**src/hw/smc_consts.svh**
```systemverilog
// shared sizes and register map; WIDTH must be 2..32, queue depth a power of two up to 8
`ifndef SMC_CONSTS_SVH
`define SMC_CONSTS_SVH

// sample and queue sizing
`define SMC_WIDTH          16
`define SMC_QUEUE_DEPTH    4

// register byte addresses
`define SMC_ADDR_CTRL      8'h00
`define SMC_ADDR_DATA_IN   8'h04
`define SMC_ADDR_RESULT    8'h08
`define SMC_ADDR_STATUS    8'h0C

// CTRL fields
`define SMC_CTRL_FLUSH_BIT 0
`define SMC_CTRL_OP_BIT    1

// STATUS fields
`define SMC_STAT_COUNT_MSB 3
`define SMC_STAT_COUNT_LSB 0
`define SMC_STAT_EMPTY_BIT 4
`define SMC_STAT_FULL_BIT  5
`define SMC_STAT_DROP_BIT  6

`endif
```
**src/hw/smc_pkg.sv**
```systemverilog
// types shared by the converter and its testbench; encodings match the CTRL bit and paddr[3:2]
package smc_pkg;

    // conversion direction, one per sample
    typedef enum logic [0:0] {
        OP_TC_TO_SM = 1'b0,
        OP_SM_TO_TC = 1'b1
    } conv_op_t;

    // register select, decoded from paddr[3:2]
    typedef enum logic [1:0] {
        REG_CTRL    = 2'd0,
        REG_DATA_IN = 2'd1,
        REG_RESULT  = 2'd2,
        REG_STATUS  = 2'd3
    } reg_sel_t;

endpackage

```
**src/hw/smc_top.sv**
```systemverilog
// converter subsystem top; one clock domain, APB with pready always high
`timescale 1ns/1ps
`include "smc_consts.svh"

module smc_top (
    input  logic          clk,
    input  logic          rst_n,
    input  logic          psel,
    input  logic          penable,
    input  logic          pwrite,
    input  logic [7:0]    paddr,
    input  logic [31:0]   pwdata,
    output logic [31:0]   prdata,
    output logic          pready,
    output logic          pslverr
);

    localparam int WIDTH = `SMC_WIDTH;

    logic                 start;
    logic                 flush;
    logic [WIDTH-1:0]     sample;
    smc_pkg::conv_op_t    op;
    logic                 pop;
    logic                 space;
    logic                 empty;
    logic [3:0]           count;
    logic [WIDTH-1:0]     head;
    logic                 res_valid;
    logic [WIDTH-1:0]     res_data;

    smc_apb_regs #(.WIDTH(WIDTH)) u_regs (
        .clk      (clk),
        .rst_n    (rst_n),
        .psel     (psel),
        .penable  (penable),
        .pwrite   (pwrite),
        .paddr    (paddr),
        .pwdata   (pwdata),
        .prdata   (prdata),
        .pready   (pready),
        .pslverr  (pslverr),
        .start    (start),
        .flush    (flush),
        .sample   (sample),
        .op       (op),
        .pop      (pop),
        .space    (space),
        .empty    (empty),
        .count    (count),
        .head     (head)
    );

    smc_convert_pipe #(.WIDTH(WIDTH)) u_pipe (
        .clk       (clk),
        .rst_n     (rst_n),
        .flush     (flush),
        .start     (start),
        .sample    (sample),
        .op        (op),
        .res_valid (res_valid),
        .res_data  (res_data)
    );

    // reserve is the same pulse as start
    smc_result_queue #(.WIDTH(WIDTH), .DEPTH(`SMC_QUEUE_DEPTH)) u_queue (
        .clk       (clk),
        .rst_n     (rst_n),
        .flush     (flush),
        .reserve   (start),
        .res_valid (res_valid),
        .res_data  (res_data),
        .pop       (pop),
        .space     (space),
        .empty     (empty),
        .count     (count),
        .head      (head)
    );

endmodule

```
**src/hw/smc_result_queue.sv**
```systemverilog
// result FIFO counting stored plus reserved slots; pop and reserve are trusted to be legal
`timescale 1ns/1ps
`include "smc_consts.svh"

module smc_result_queue #(
    parameter int WIDTH = `SMC_WIDTH,
    parameter int DEPTH = `SMC_QUEUE_DEPTH
) (
    input  logic                   clk,
    input  logic                   rst_n,
    input  logic                   flush,
    input  logic                   reserve,
    input  logic                   res_valid,
    input  logic [WIDTH-1:0]       res_data,
    input  logic                   pop,
    output logic                   space,
    output logic                   empty,
    output logic [3:0]             count,
    output logic [WIDTH-1:0]       head
);

    localparam int PTR_W = $clog2(DEPTH);
    localparam int CNT_W = PTR_W + 1;

    logic [WIDTH-1:0]     mem [DEPTH];
    logic [PTR_W-1:0]     wr_ptr;
    logic [PTR_W-1:0]     rd_ptr;
    logic [CNT_W-1:0]     stored;
    logic [CNT_W-1:0]     resv;
    logic [CNT_W:0]       used;

    // a write moves one slot from reserved to stored
    always_ff @(posedge clk or negedge rst_n) begin
        if (!rst_n) begin
            wr_ptr <= '0;
            rd_ptr <= '0;
            stored <= '0;
            resv   <= '0;
        end else if (flush) begin
            wr_ptr <= '0;
            rd_ptr <= '0;
            stored <= '0;
            resv   <= '0;
        end else begin
            if (res_valid) begin
                wr_ptr <= wr_ptr + 1'b1;
            end
            if (pop) begin
                rd_ptr <= rd_ptr + 1'b1;
            end
            stored <= stored + CNT_W'(res_valid) - CNT_W'(pop);
            resv   <= resv + CNT_W'(reserve) - CNT_W'(res_valid);
        end
    end

    always_ff @(posedge clk) begin
        if (res_valid && !flush) begin
            mem[wr_ptr] <= res_data;
        end
    end

    assign used  = {1'b0, stored} + {1'b0, resv};
    assign space = (used < (CNT_W+1)'(DEPTH));
    assign empty = (stored == '0);
    assign count = 4'(stored);
    assign head  = mem[rd_ptr];

endmodule

```
**src/hw/smc_convert_pipe.sv**
```systemverilog
// fixed three-cycle converter, no stall; flush is synchronous and drops every item in flight
`timescale 1ns/1ps
`include "smc_consts.svh"

module smc_convert_pipe #(
    parameter int WIDTH = `SMC_WIDTH
) (
    input  logic                   clk,
    input  logic                   rst_n,
    input  logic                   flush,
    input  logic                   start,
    input  logic [WIDTH-1:0]       sample,
    input  smc_pkg::conv_op_t      op,
    output logic                   res_valid,
    output logic [WIDTH-1:0]       res_data
);

    logic                 v1;
    logic                 v2;
    logic                 v3;
    logic                 sign1;
    logic [WIDTH-2:0]     low1;
    smc_pkg::conv_op_t    op1;
    logic [WIDTH-2:0]     tc_mag;
    logic [WIDTH-1:0]     sm_val;
    logic [WIDTH-1:0]     mag_next;
    logic                 sign2;
    smc_pkg::conv_op_t    op2;
    logic [WIDTH-1:0]     mag2;
    logic [WIDTH-1:0]     word3;

    // valid chain, cleared by flush
    always_ff @(posedge clk or negedge rst_n) begin
        if (!rst_n) begin
            v1 <= 1'b0;
            v2 <= 1'b0;
            v3 <= 1'b0;
        end else if (flush) begin
            v1 <= 1'b0;
            v2 <= 1'b0;
            v3 <= 1'b0;
        end else begin
            v1 <= start;
            v2 <= v1;
            v3 <= v2;
        end
    end

    //////////////////////////////
    // stage 1
    //////////////////////////////
    always_ff @(posedge clk) begin
        if (start) begin
            sign1 <= sample[WIDTH-1];
            low1  <= sample[WIDTH-2:0];
            op1   <= op;
        end
    end

    //////////////////////////////
    // stage 2
    //////////////////////////////
    // most negative input wraps to magnitude zero
    assign tc_mag   = sign1 ? (~low1 + 1'b1) : low1;
    // negative zero comes out as plain zero
    assign sm_val   = sign1 ? (~{1'b0, low1} + 1'b1) : {1'b0, low1};
    assign mag_next = (op1 == smc_pkg::OP_TC_TO_SM) ? {1'b0, tc_mag} : sm_val;

    always_ff @(posedge clk) begin
        sign2 <= sign1;
        op2   <= op1;
        mag2  <= mag_next;
    end

    //////////////////////////////
    // stage 3
    //////////////////////////////
    always_ff @(posedge clk) begin
        word3 <= (op2 == smc_pkg::OP_TC_TO_SM) ? {sign2, mag2[WIDTH-2:0]} : mag2;
    end

    assign res_valid = v3;
    assign res_data  = word3;

endmodule

```
**src/hw/smc_apb_regs.sv**
```systemverilog
// APB slave with no wait states; only word-aligned accesses to the four registers are accepted
`timescale 1ns/1ps
`include "smc_consts.svh"

module smc_apb_regs #(
    parameter int WIDTH = `SMC_WIDTH
) (
    input  logic                   clk,
    input  logic                   rst_n,
    input  logic                   psel,
    input  logic                   penable,
    input  logic                   pwrite,
    input  logic [7:0]             paddr,
    input  logic [31:0]            pwdata,
    output logic [31:0]            prdata,
    output logic                   pready,
    output logic                   pslverr,
    output logic                   start,
    output logic                   flush,
    output logic [WIDTH-1:0]       sample,
    output smc_pkg::conv_op_t      op,
    output logic                   pop,
    input  logic                   space,
    input  logic                   empty,
    input  logic [3:0]             count,
    input  logic [WIDTH-1:0]       head
);

    logic                 access;
    logic                 addr_ok;
    smc_pkg::reg_sel_t    sel;
    logic                 wr_acc;
    logic                 rd_acc;
    logic                 data_wr;
    logic                 result_rd;
    logic                 refuse;
    logic                 ro_write;
    logic                 ctrl_wr;
    smc_pkg::conv_op_t    op_q;
    logic                 drop_q;
    logic [31:0]          rd_word;

    //////////////////////////////
    // decode
    //////////////////////////////
    assign access  = psel & penable;
    assign addr_ok = (paddr == `SMC_ADDR_CTRL)   || (paddr == `SMC_ADDR_DATA_IN) ||
                     (paddr == `SMC_ADDR_RESULT) || (paddr == `SMC_ADDR_STATUS);
    assign sel     = smc_pkg::reg_sel_t'(paddr[3:2]);
    assign wr_acc  = access & pwrite & addr_ok;
    assign rd_acc  = access & ~pwrite & addr_ok;

    assign data_wr   = wr_acc && (sel == smc_pkg::REG_DATA_IN);
    assign result_rd = rd_acc && (sel == smc_pkg::REG_RESULT);
    assign ctrl_wr   = wr_acc && (sel == smc_pkg::REG_CTRL);
    assign ro_write  = wr_acc && ((sel == smc_pkg::REG_RESULT) || (sel == smc_pkg::REG_STATUS));
    // no room for one more sample in flight
    assign refuse    = data_wr & ~space;

    assign start   = data_wr & space;
    assign sample  = pwdata[WIDTH-1:0];
    assign pop     = result_rd & ~empty;
    assign flush   = ctrl_wr & pwdata[`SMC_CTRL_FLUSH_BIT];
    assign op      = op_q;
    assign pready  = 1'b1;
    assign pslverr = (access & ~addr_ok) | refuse | (result_rd & empty) | ro_write;

    //////////////////////////////
    // control state
    //////////////////////////////
    always_ff @(posedge clk or negedge rst_n) begin
        if (!rst_n) begin
            op_q   <= smc_pkg::OP_TC_TO_SM;
            drop_q <= 1'b0;
        end else begin
            if (ctrl_wr) begin
                op_q <= smc_pkg::conv_op_t'(pwdata[`SMC_CTRL_OP_BIT]);
            end
            if (flush) begin
                drop_q <= 1'b0;
            end else if (refuse) begin
                drop_q <= 1'b1;
            end
        end
    end

    //////////////////////////////
    // read mux
    //////////////////////////////
    always_comb begin
        rd_word = '0;
        if (rd_acc) begin
            case (sel)
                smc_pkg::REG_CTRL: begin
                    rd_word[`SMC_CTRL_OP_BIT] = op_q;
                end
                smc_pkg::REG_RESULT: begin
                    rd_word[WIDTH-1:0] = head;
                end
                smc_pkg::REG_STATUS: begin
                    rd_word[`SMC_STAT_COUNT_MSB:`SMC_STAT_COUNT_LSB] = count;
                    rd_word[`SMC_STAT_EMPTY_BIT] = empty;
                    rd_word[`SMC_STAT_FULL_BIT]  = ~space;
                    rd_word[`SMC_STAT_DROP_BIT]  = drop_q;
                end
                // DATA_IN is write-only
                default: rd_word = '0;
            endcase
        end
    end

    assign prdata = rd_word;

endmodule

```
**config.mk**
```make
export PLATFORM = sky130hd
export DESIGN_NAME = smc_top
export DESIGN_NICKNAME = d
export VERILOG_FILES = /design/src/hw/smc_pkg.sv /design/src/hw/smc_top.sv /design/src/hw/smc_result_queue.sv /design/src/hw/smc_convert_pipe.sv /design/src/hw/smc_apb_regs.sv
export VERILOG_INCLUDE_DIRS = /design/src /design/src/hw
export SDC_FILE = /design/constraint.sdc
export NUM_CORES = 1
export LEC_CHECK = 0
export BUFFER_PORTS_ARGS = -buffer_cell sky130_fd_sc_hd__clkbuf_2
export CAP_MARGIN = 20
export CORE_UTILIZATION = 60
export DETAILED_ROUTE_END_ITERATION = 7
export GPL_TIMING_DRIVEN = 1
export PLACE_DENSITY = 0.84
export SETUP_SLACK_MARGIN = 0.2
export SLEW_MARGIN = 25
export SYNTH_ARGS = -nofsm -noshare
export SYNTH_HDL_FRONTEND = slang
export SYNTH_SLANG_ARGS = --single-unit
```
**constraint.sdc**
```tcl
create_clock -name clk -period 5.4 [get_ports clk]
set_input_delay 1.08 -clock clk [delete_from_list [all_inputs] [get_ports clk]]
set_output_delay 1.08 -clock clk [all_outputs]
set_load 0.02 [all_outputs]
```
==> impl_metrics.py, run 1 <==
metrics = {
    "cts": {
        "htree_levels": 4,
        "clock_sinks": 130,
        "path_clk_slew_ns": 0.06,
        "cts_tree": "done",
        "cts_buffers": 17,
        "ctsResizeCount": 0,
        "clk_latency_ns": 0.50,
        "clockBufferDepth": 2,
        "cts-root-buf": "clkbuf_8",
        "post_cts_buffers": 0,
        "hold_buffers": 0,
    },
    "setup_path": {
        "critical_path_class": "reg2out",
        "cp-end-kind": "output pin",
        "rrSetupSlack_ns": 2.73,
        "critPathArrivalTime_ns": 2.71,
        "ff2ff_path_depth": 10,
        "startpoint_type": "register",
        "crit-reg2reg-launch": "u_queue.stored[2]$_DFF_PN0_",
        "cp_max_fo": 12,
        "r2r-end": "u_queue.resv[2]$_DFF_PN0_",
        "endpoint": "prdata[1]",
        "crit_start": "u_queue.rd_ptr[0]$_DFFE_PN0P_",
        "required_ns": 4.32,
    },
    "cells_and_area": {
        "diodes": 0,
        "nNetsFinal": 431,
        "area.growth.synth_to_final_pct": 18.4,
        "drive_above_1_share_pct": 26.9,
    },
    "synth": {
        "syn_avg_cell_area_um2": 16.0,
        "syn_area_mm2": 0.00505,
        "yosys_warnings": 0,
        "synth_edf_count": 81,
        "async_reset_ff_share_pct": 11.5,
        "syn_inst": 316,
        "synth.distinct_cells": 43,
        "ys_seq_area_share_pct": 69.1,
        "ys.flop_type": "edfxtp_1",
        "ys_seq_elements": 130,
    },
    "flow_run": {
        "cap_violations": 0,
    },
    "placed_design": {
        "post-dp-hpwl_mm": 5.36,
        "io_buffers": 45,
        "dpl_worst_slack_ns": 1.65,
        "gp_congestion": 0.788,
    },
    "floorplanning": {
        "fp.dieW_um": 93.7,
        "die_area_mm2": 0.00878,
        "ios": 79,
        "rows": 33,
        "die_h_um": 93.7,
        "start_util_pct": 61.7,
        "core_mm2": 0.00818,
    },
    "sta": {
        "fmax_ghz": 0.264,
        "rsz0062_at_grt": "false",
        "worst_pin_slew_ns": 0.883,
        "slew_headroom_pct": 41.2,
        "fin_setup_tns_ns": 0,
        "setup_slack_ns": 1.61,
        "period_minus_slack_ns": 3.79,
        "hold_viol_final": 0,
        "slew_viol_final": 0,
        "setup_viol": 0,
        "skew_ns": 0.00827,
        "period_share_pct": 70.2,
    },
    "power": {
        "power_density_mw_per_mm2": 403,
        "p_seq_share_pct": 44.4,
        "power.switching_w": 0.000474,
        "leakage_nw": 2.38,
        "ir_drop_mv": 0.254,
        "p_sw_share_pct": 19.7,
        "p_comb_share_pct": 3.9,
        "clockPowerShare_pct": 51.6,
        "power_w": 0.00241,
        "internal-power_w": 0.00194,
    },
    "detailed_routing": {
        "vias": 2707,
        "antenna_left": 0,
        "detail_route.wl_per_cell_um": 18.6,
        "drt-initial-drc-count": 161,
        "firstDrtPassIters": 4,
        "drt_wl_total_mm": 9.15,
        "via_per_inst": 5.51,
        "drcViolationCount": 0,
    },
    "status": {
        "status": "finished clean",
    },
    "min_path": {
        "hold_path.class": "reg2reg",
        "min_delay_path_depth": 0,
    },
    "global_route": {
        "antenna_found_initial": 0,
        "track_usage_pct": 23.2,
        "grt_max_degree": 19,
        "grt-ovfl-total": 0,
        "grt_pass1_wl_mm": 14.3,
        "grt_pass1_vias": 2876,
    },
}
## cell usage after synthesis (3+ instances only)
library cell / n / area [µm²]
a21oi_1: 4 / 20.0
and2_1: 4 / 25.0
and3_1: 14 / 87.6
buf_2: 3 / 15.0
buf_4: 17 / 128
clkbuf_1: 6 / 22.5
dfrtp_1: 15 / 375
dfxtp_1: 34 / 681
edfxtp_1: 81 / 2430
ha_1: 11 / 138
inv_1: 12 / 45.0
mux2_2: 3 / 33.8
mux2i_1: 6 / 60.1
mux4_2: 16 / 360
nand2_1: 8 / 30.0
nor2_1: 15 / 56.3
nor3_1: 5 / 25.0
o21ai_0: 4 / 20.0
o31ai_1: 6 / 45.0
xnor2_1: 16 / 140
## power by group through the flow
stage / sequential [W] / clock, W / combinational [W]
2_1_floorplan: 0.00109 / 0 / 0.0000731
6_report: 0.00107 / 0.00124 / 0.0000947
3_5_place_dp: 0.00109 / 0 / 0.0000911
3_3_place_gp: 0.00109 / 0 / 0.0000875
4_1_cts: 0.00107 / 0.00126 / 0.0000940
5_1_grt: 0.00107 / 0.00130 / 0.000106
## worst max-delay path, stage by stage, from the launching register on
cell	delay (ns)
dfrtp_1	0.68
buf_4	0.34
mux4_2	0.54
mux2_2	0.28
a21oi_1	0.16
nor2_1	0.05
clkbuf_2	0.15
## sequential cells by signal, summed over array words and instances, names as in the netlist, 2 cells and up
register / flops
u_queue.resv: 3
u_pipe.low1: 15
u_queue.wr_ptr: 2
u_queue.mem: 64
u_pipe.mag2: 16
u_pipe.res_data: 16
u_queue.rd_ptr: 2
u_queue.stored: 3
## how the worst min path moves through the flow
| stage | startpoint | slack [ns] | endpoint |
|---|---|---|---|
| 2_1_floorplan | u_pipe.mag2[0]$_DFF_P_ | 0.31 | u_pipe.res_data[0]$_DFF_P_ |
| 3_3_place_gp | u_pipe.mag2[0]$_DFF_P_ | 0.31 | u_pipe.res_data[0]$_DFF_P_ |
| 3_5_place_dp | u_pipe.mag2[12]$_DFF_P_ | 0.31 | u_pipe.res_data[12]$_DFF_P_ |
| 4_1_cts | u_pipe.mag2[6]$_DFF_P_ | 0.32 | u_pipe.res_data[6]$_DFF_P_ |
| 5_1_grt | u_pipe.mag2[5]$_DFF_P_ | 0.33 | u_pipe.res_data[5]$_DFF_P_ |
| 6_report | u_pipe.mag2[12]$_DFF_P_ | 0.33 | u_pipe.res_data[12]$_DFF_P_ |
## cell usage in the layout, fill, tap and decap left out, drive strengths merged, types with 5 or more instances in the layout
cell | netlist | routed
clkbuf | 6 | 63
inv | 12 | 14
o31ai | 6 | 6
clkinv | 0 | 5
dfrtp | 15 | 15
xnor2 | 16 | 16
nand2 | 8 | 8
ha | 11 | 11
conb | 2 | 17
nor3 | 5 | 5
mux4 | 16 | 16
bufinv | 0 | 6
nor2 | 15 | 15
a21oi | 5 | 5
mux2i | 6 | 6
dfxtp | 34 | 34
and3 | 14 | 14
edfxtp | 81 | 81
## per-stage QoR
stage,hold WS (ns),instances,utilization [%],instance area [µm²]
2_1_floorplan,0.310,331,-,5100
3_3_place_gp,0.310,459,65.1,5330
3_5_place_dp,0.312,459,65.1,5330
4_1_cts,0.323,491,73.1,5980
5_1_grt,0.335,491,73.1,5980
6_report,0.326,491,73.1,5980
## layer usage
metal  vias up  part of all wire, %  track usage, %
met5         -                    0               0
met4         0                  2.1            11.3
met3        14                  5.0            6.72
met2       108                   53            39.4
met1      1326                   39            26.9
li1       1259                    -               -
## cells by family (layout without fill, tap and decap cells)
family,after synthesis,in the layout,share of synthesized area [%]
muxes,25,25,9.00
DFF,130,130,69.1
AOI/OAI and AO/OA,21,21,2.93
other,2,17,0.149
buffers and inverters,38,93,4.16
xor gates and xnor gates,18,18,3.12
and+or+nand+nor,69,69,8.01
adders and majority gates,13,13,3.52
## layout make-up
| class | count | area (µm²) |
|---|---|---|
| clock buffer | 18 | 418 |
| clock inverter | 14 | 233 |
| fill | 502 | 2200 |
| inverter | 12 | 45.0 |
| multi-input combinational | 163 | 1410 |
| sequential | 130 | 3490 |
| tap | 105 | 131 |
| timing repair buffer | 49 | 255 |
Note: power is estimated with default switching activity, not from simulation.
==> run 2, diff against run 1 <==
--- a/config.mk
+++ b/config.mk
@@ -6,12 +6,13 @@
 export SDC_FILE = /design/constraint.sdc
 export NUM_CORES = 1
 export LEC_CHECK = 0
+export ABC_AREA = 1
 export BUFFER_PORTS_ARGS = -buffer_cell sky130_fd_sc_hd__clkbuf_2
 export CAP_MARGIN = 20
-export CORE_UTILIZATION = 60
+export CORE_UTILIZATION = 56
 export DETAILED_ROUTE_END_ITERATION = 7
 export GPL_TIMING_DRIVEN = 1
-export PLACE_DENSITY = 0.84
+export PLACE_DENSITY = 0.79
 export SETUP_SLACK_MARGIN = 0.2
 export SLEW_MARGIN = 25
 export SYNTH_ARGS = -nofsm -noshare
==> constraint.sdc (replaced) <==
create_clock -name clk -period 3.9 [get_ports clk]
set_input_delay 0.78 -clock clk [delete_from_list [all_inputs] [get_ports clk]]
set_output_delay 0.78 -clock clk [all_outputs]
set_load 0.02 [all_outputs]
==> run 2 against run 1 <==
  * Routed wire length grew 6.5%
  * Sequential share of layout area is 1.9 points lower
  * Cell area increased by 3.4%
  * Synthesized cell count is 52% higher
  * Count of clock-buffer cells in the layout decreased by 1
  * Register-to-register slack worse by 1.3 ns
  * Flip-flop and latch count is the same
  * First-iteration DRC count increased by 94%
==> impl_metrics.py, run 2 <==
metrics = {
    "status": {
        "status": "finished clean",
    },
    "cells_and_area": {
        "largest_reg_flops": 64,
        "area.growth.synth_to_final_pct": 16.2,
        "nNetsFinal": 593,
        "drive_above_1_share_pct": 18.1,
        "top_register": "u_queue.mem",
        "stdcell_count": 659,
        "fin_area_mm2": 0.00618,
        "layout_common_cells": "81 x edfxtp_1, 72 x nor2_1, 67 x nand2_1",
        "diodes": 0,
        "final_common_cell": "edfxtp_1",
    },
    "flow_run": {
        "cap_violations": 0,
    },
    "sta": {
        "fmax_ghz": 0.316,
        "rsz0062_at_grt": "false",
        "fin_setup_tns_ns": 0,
        "worst_pin_slew_ns": 0.525,
        "skew_ns": 0.00517,
        "period_minus_slack_ns": 3.17,
        "hold_viol_final": 0,
        "slew_headroom_pct": 65.0,
        "setup_viol": 0,
        "slew_viol_final": 0,
        "period_share_pct": 81.2,
    },
    "placed_design": {
        "dp.cells": 627,
        "post-dp-hpwl_mm": 6.06,
        "placed_area_mm2": 0.00560,
        "gp_congestion": 0.841,
        "io_buffers": 45,
    },
    "detailed_routing": {
        "firstDrtPassIters": 6,
        "antenna_left": 0,
        "drcViolationCount": 0,
        "detail_route.wl_per_cell_um": 14.8,
        "drt_wl_total_mm": 9.74,
        "via_per_inst": 5.22,
        "drt-initial-drc-count": 312,
        "vias": 3443,
    },
    "setup_path": {
        "rrSetupSlack_ns": 1.39,
        "startpoint_type": "register",
        "required_ns": 3.12,
        "critical_path_class": "reg2out",
        "crit-reg2reg-launch": "u_queue.stored[2]$_DFF_PN0_",
        "cp-end-kind": "output pin",
        "slowest_delay_ns": 0.43,
        "cp_max_fo": 35,
        "critPathArrivalTime_ns": 2.39,
        "path_cells": "buf_4, inv_2, nor2_1, o21ai_0, nand2_1, a21oi_1, clkbuf_2",
        "slowest_stage": "inv_2",
        "ff2ff_path_depth": 11,
        "r2r-end": "u_queue.resv[2]$_DFF_PN0_",
    },
    "floorplanning": {
        "die_h_um": 99.4,
        "core_mm2": 0.00920,
        "start_util_pct": 57.8,
        "rows": 35,
        "die_area_mm2": 0.00989,
        "fp.dieW_um": 99.4,
        "ios": 79,
    },
    "global_route": {
        "grt_pass1_vias": 3386,
        "track_usage_pct": 21.3,
        "grt-ovfl-total": 0,
        "antenna_found_initial": 0,
        "grt_pass1_wl_mm": 15.7,
        "grt_max_degree": 36,
    },
    "power": {
        "power_w": 0.00304,
        "ir_drop_mv": 0.341,
        "leakage_nw": 2.63,
        "power_density_mw_per_mm2": 493,
    },
    "synth": {
        "async_reset_ff_share_pct": 11.5,
        "syn_avg_cell_area_um2": 11.1,
        "synth.distinct_cells": 34,
        "synth_top_area_share_pct": 45.8,
        "synth.most_common_cell": "edfxtp_1",
        "yosys-top-cells-count": "81 x edfxtp_1, 72 x nor2_1, 67 x nand2_1",
        "yosys_warnings": 0,
        "ys_seq_area_share_pct": 65.6,
        "ys_seq_elements": 130,
        "syn_area_mm2": 0.00532,
        "synthTopCellsByArea": "edfxtp_1 46%, dfxtp_1 13%, dfrtp_1 7.1%, nor2_1 5.1%, nand2_1 4.7%",
        "ys.flop_type": "edfxtp_1",
        "syn_inst": 480,
        "synth_top_cell_by_area": "edfxtp_1",
        "synth_edf_count": 81,
    },
    "cts": {
        "cts-root-buf": "clkbuf_8",
        "hold_buffers": 0,
        "clk_latency_ns": 0.51,
        "clock_sinks": 130,
        "cts_buffers": 17,
        "cts_tree": "done",
        "clockBufferDepth": 2,
        "ctsResizeCount": 0,
        "htree_levels": 4,
        "path_clk_slew_ns": 0.06,
        "post_cts_buffers": 0,
    },
    "min_path": {
        "hold_path.class": "in2async",
    },
}
## run 2: cell count changes after synthesis, moves of 13 or more
cell	previous run	this run
and3_1	14	0
inv_1	12	45
o21ai_0	4	38
nand2_1	8	67
nor2_1	15	72
mux4_2	16	0
nand3_1	2	23
a21oi_1	4	17
## run 2: cell type report
type	instances	area (µm²)
Inverter	47	176
Fill cell	639	3020
Tap cell	111	139
Multi-Input combinational cell	287	1520
Timing Repair Buffer	52	278
Clock buffer	17	414
Clock inverter	15	165
Sequential cell	130	3490
## run 2: critical path: cells and delay by family (launching register included)
| family | cells | cell delay [ns] |
|---|---|---|
| buffers and inverters | 3 | 0.87 |
| AOI/OAI and AO/OA | 2 | 0.47 |
| DFF | 1 | 0.36 |
| and+or+nand+nor | 2 | 0.17 |
## run 2: through the flow
step,setup slack (ns),utilization [%],hold WS (ns)
CTS,0.746,67.2,0.179
floorplan,0.695,-,0.310
finish,0.735,67.2,0.175
global route,0.535,67.2,0.200
global placement,0.919,60.9,0.312
detailed placement,0.878,60.9,0.312
## run 2: metal layers
metal	global-route usage [%]	up-vias	share of wire [%]
met2	37.3	127	52
met5	0	-	0
met3	6.75	12	5.9
li1	-	1668	-
met1	24.9	1636	41
met4	7.24	0	1.2
## run 2: worst max path at each step
stage | start | endpoint | slack [ns] | cells past startpoint
CTS | u_queue.rd_ptr[0]$_DFFE_PN0P_ | prdata[6] | 0.75 | 7
global route | u_queue.rd_ptr[0]$_DFFE_PN0P_ | prdata[2] | 0.53 | 7
finish | u_queue.rd_ptr[0]$_DFFE_PN0P_ | prdata[2] | 0.73 | 7
detailed placement | paddr[1] | u_queue.stored[2]$_DFF_PN0_ | 0.88 | 14
floorplan | psel | u_queue.resv[2]$_DFF_PN0_ | 0.69 | 10
global placement | paddr[1] | u_queue.stored[1]$_DFF_PN0_ | 0.92 | 14
## run 2: cell families after synthesis
family | count (synthesis) | synth area share (%)
compound gates | 61 | 5.91
xor+xnor | 13 | 2.14
fa+ha+maj | 13 | 3.34
buf+inv | 78 | 7.18
flops | 130 | 65.6
mux | 1 | 0.212
other cells | 2 | 0.141
simple gates | 182 | 15.4
## run 2: where the power goes
| group | leakage (nW) | internal, W | switching [W] |
|---|---|---|---|
| clock | 0.279 | 0.000875 | 0.000641 |
| sequential | 1.21 | 0.00145 | 0.00000246 |
| combinational | 1.14 | 0.0000229 | 0.0000525 |
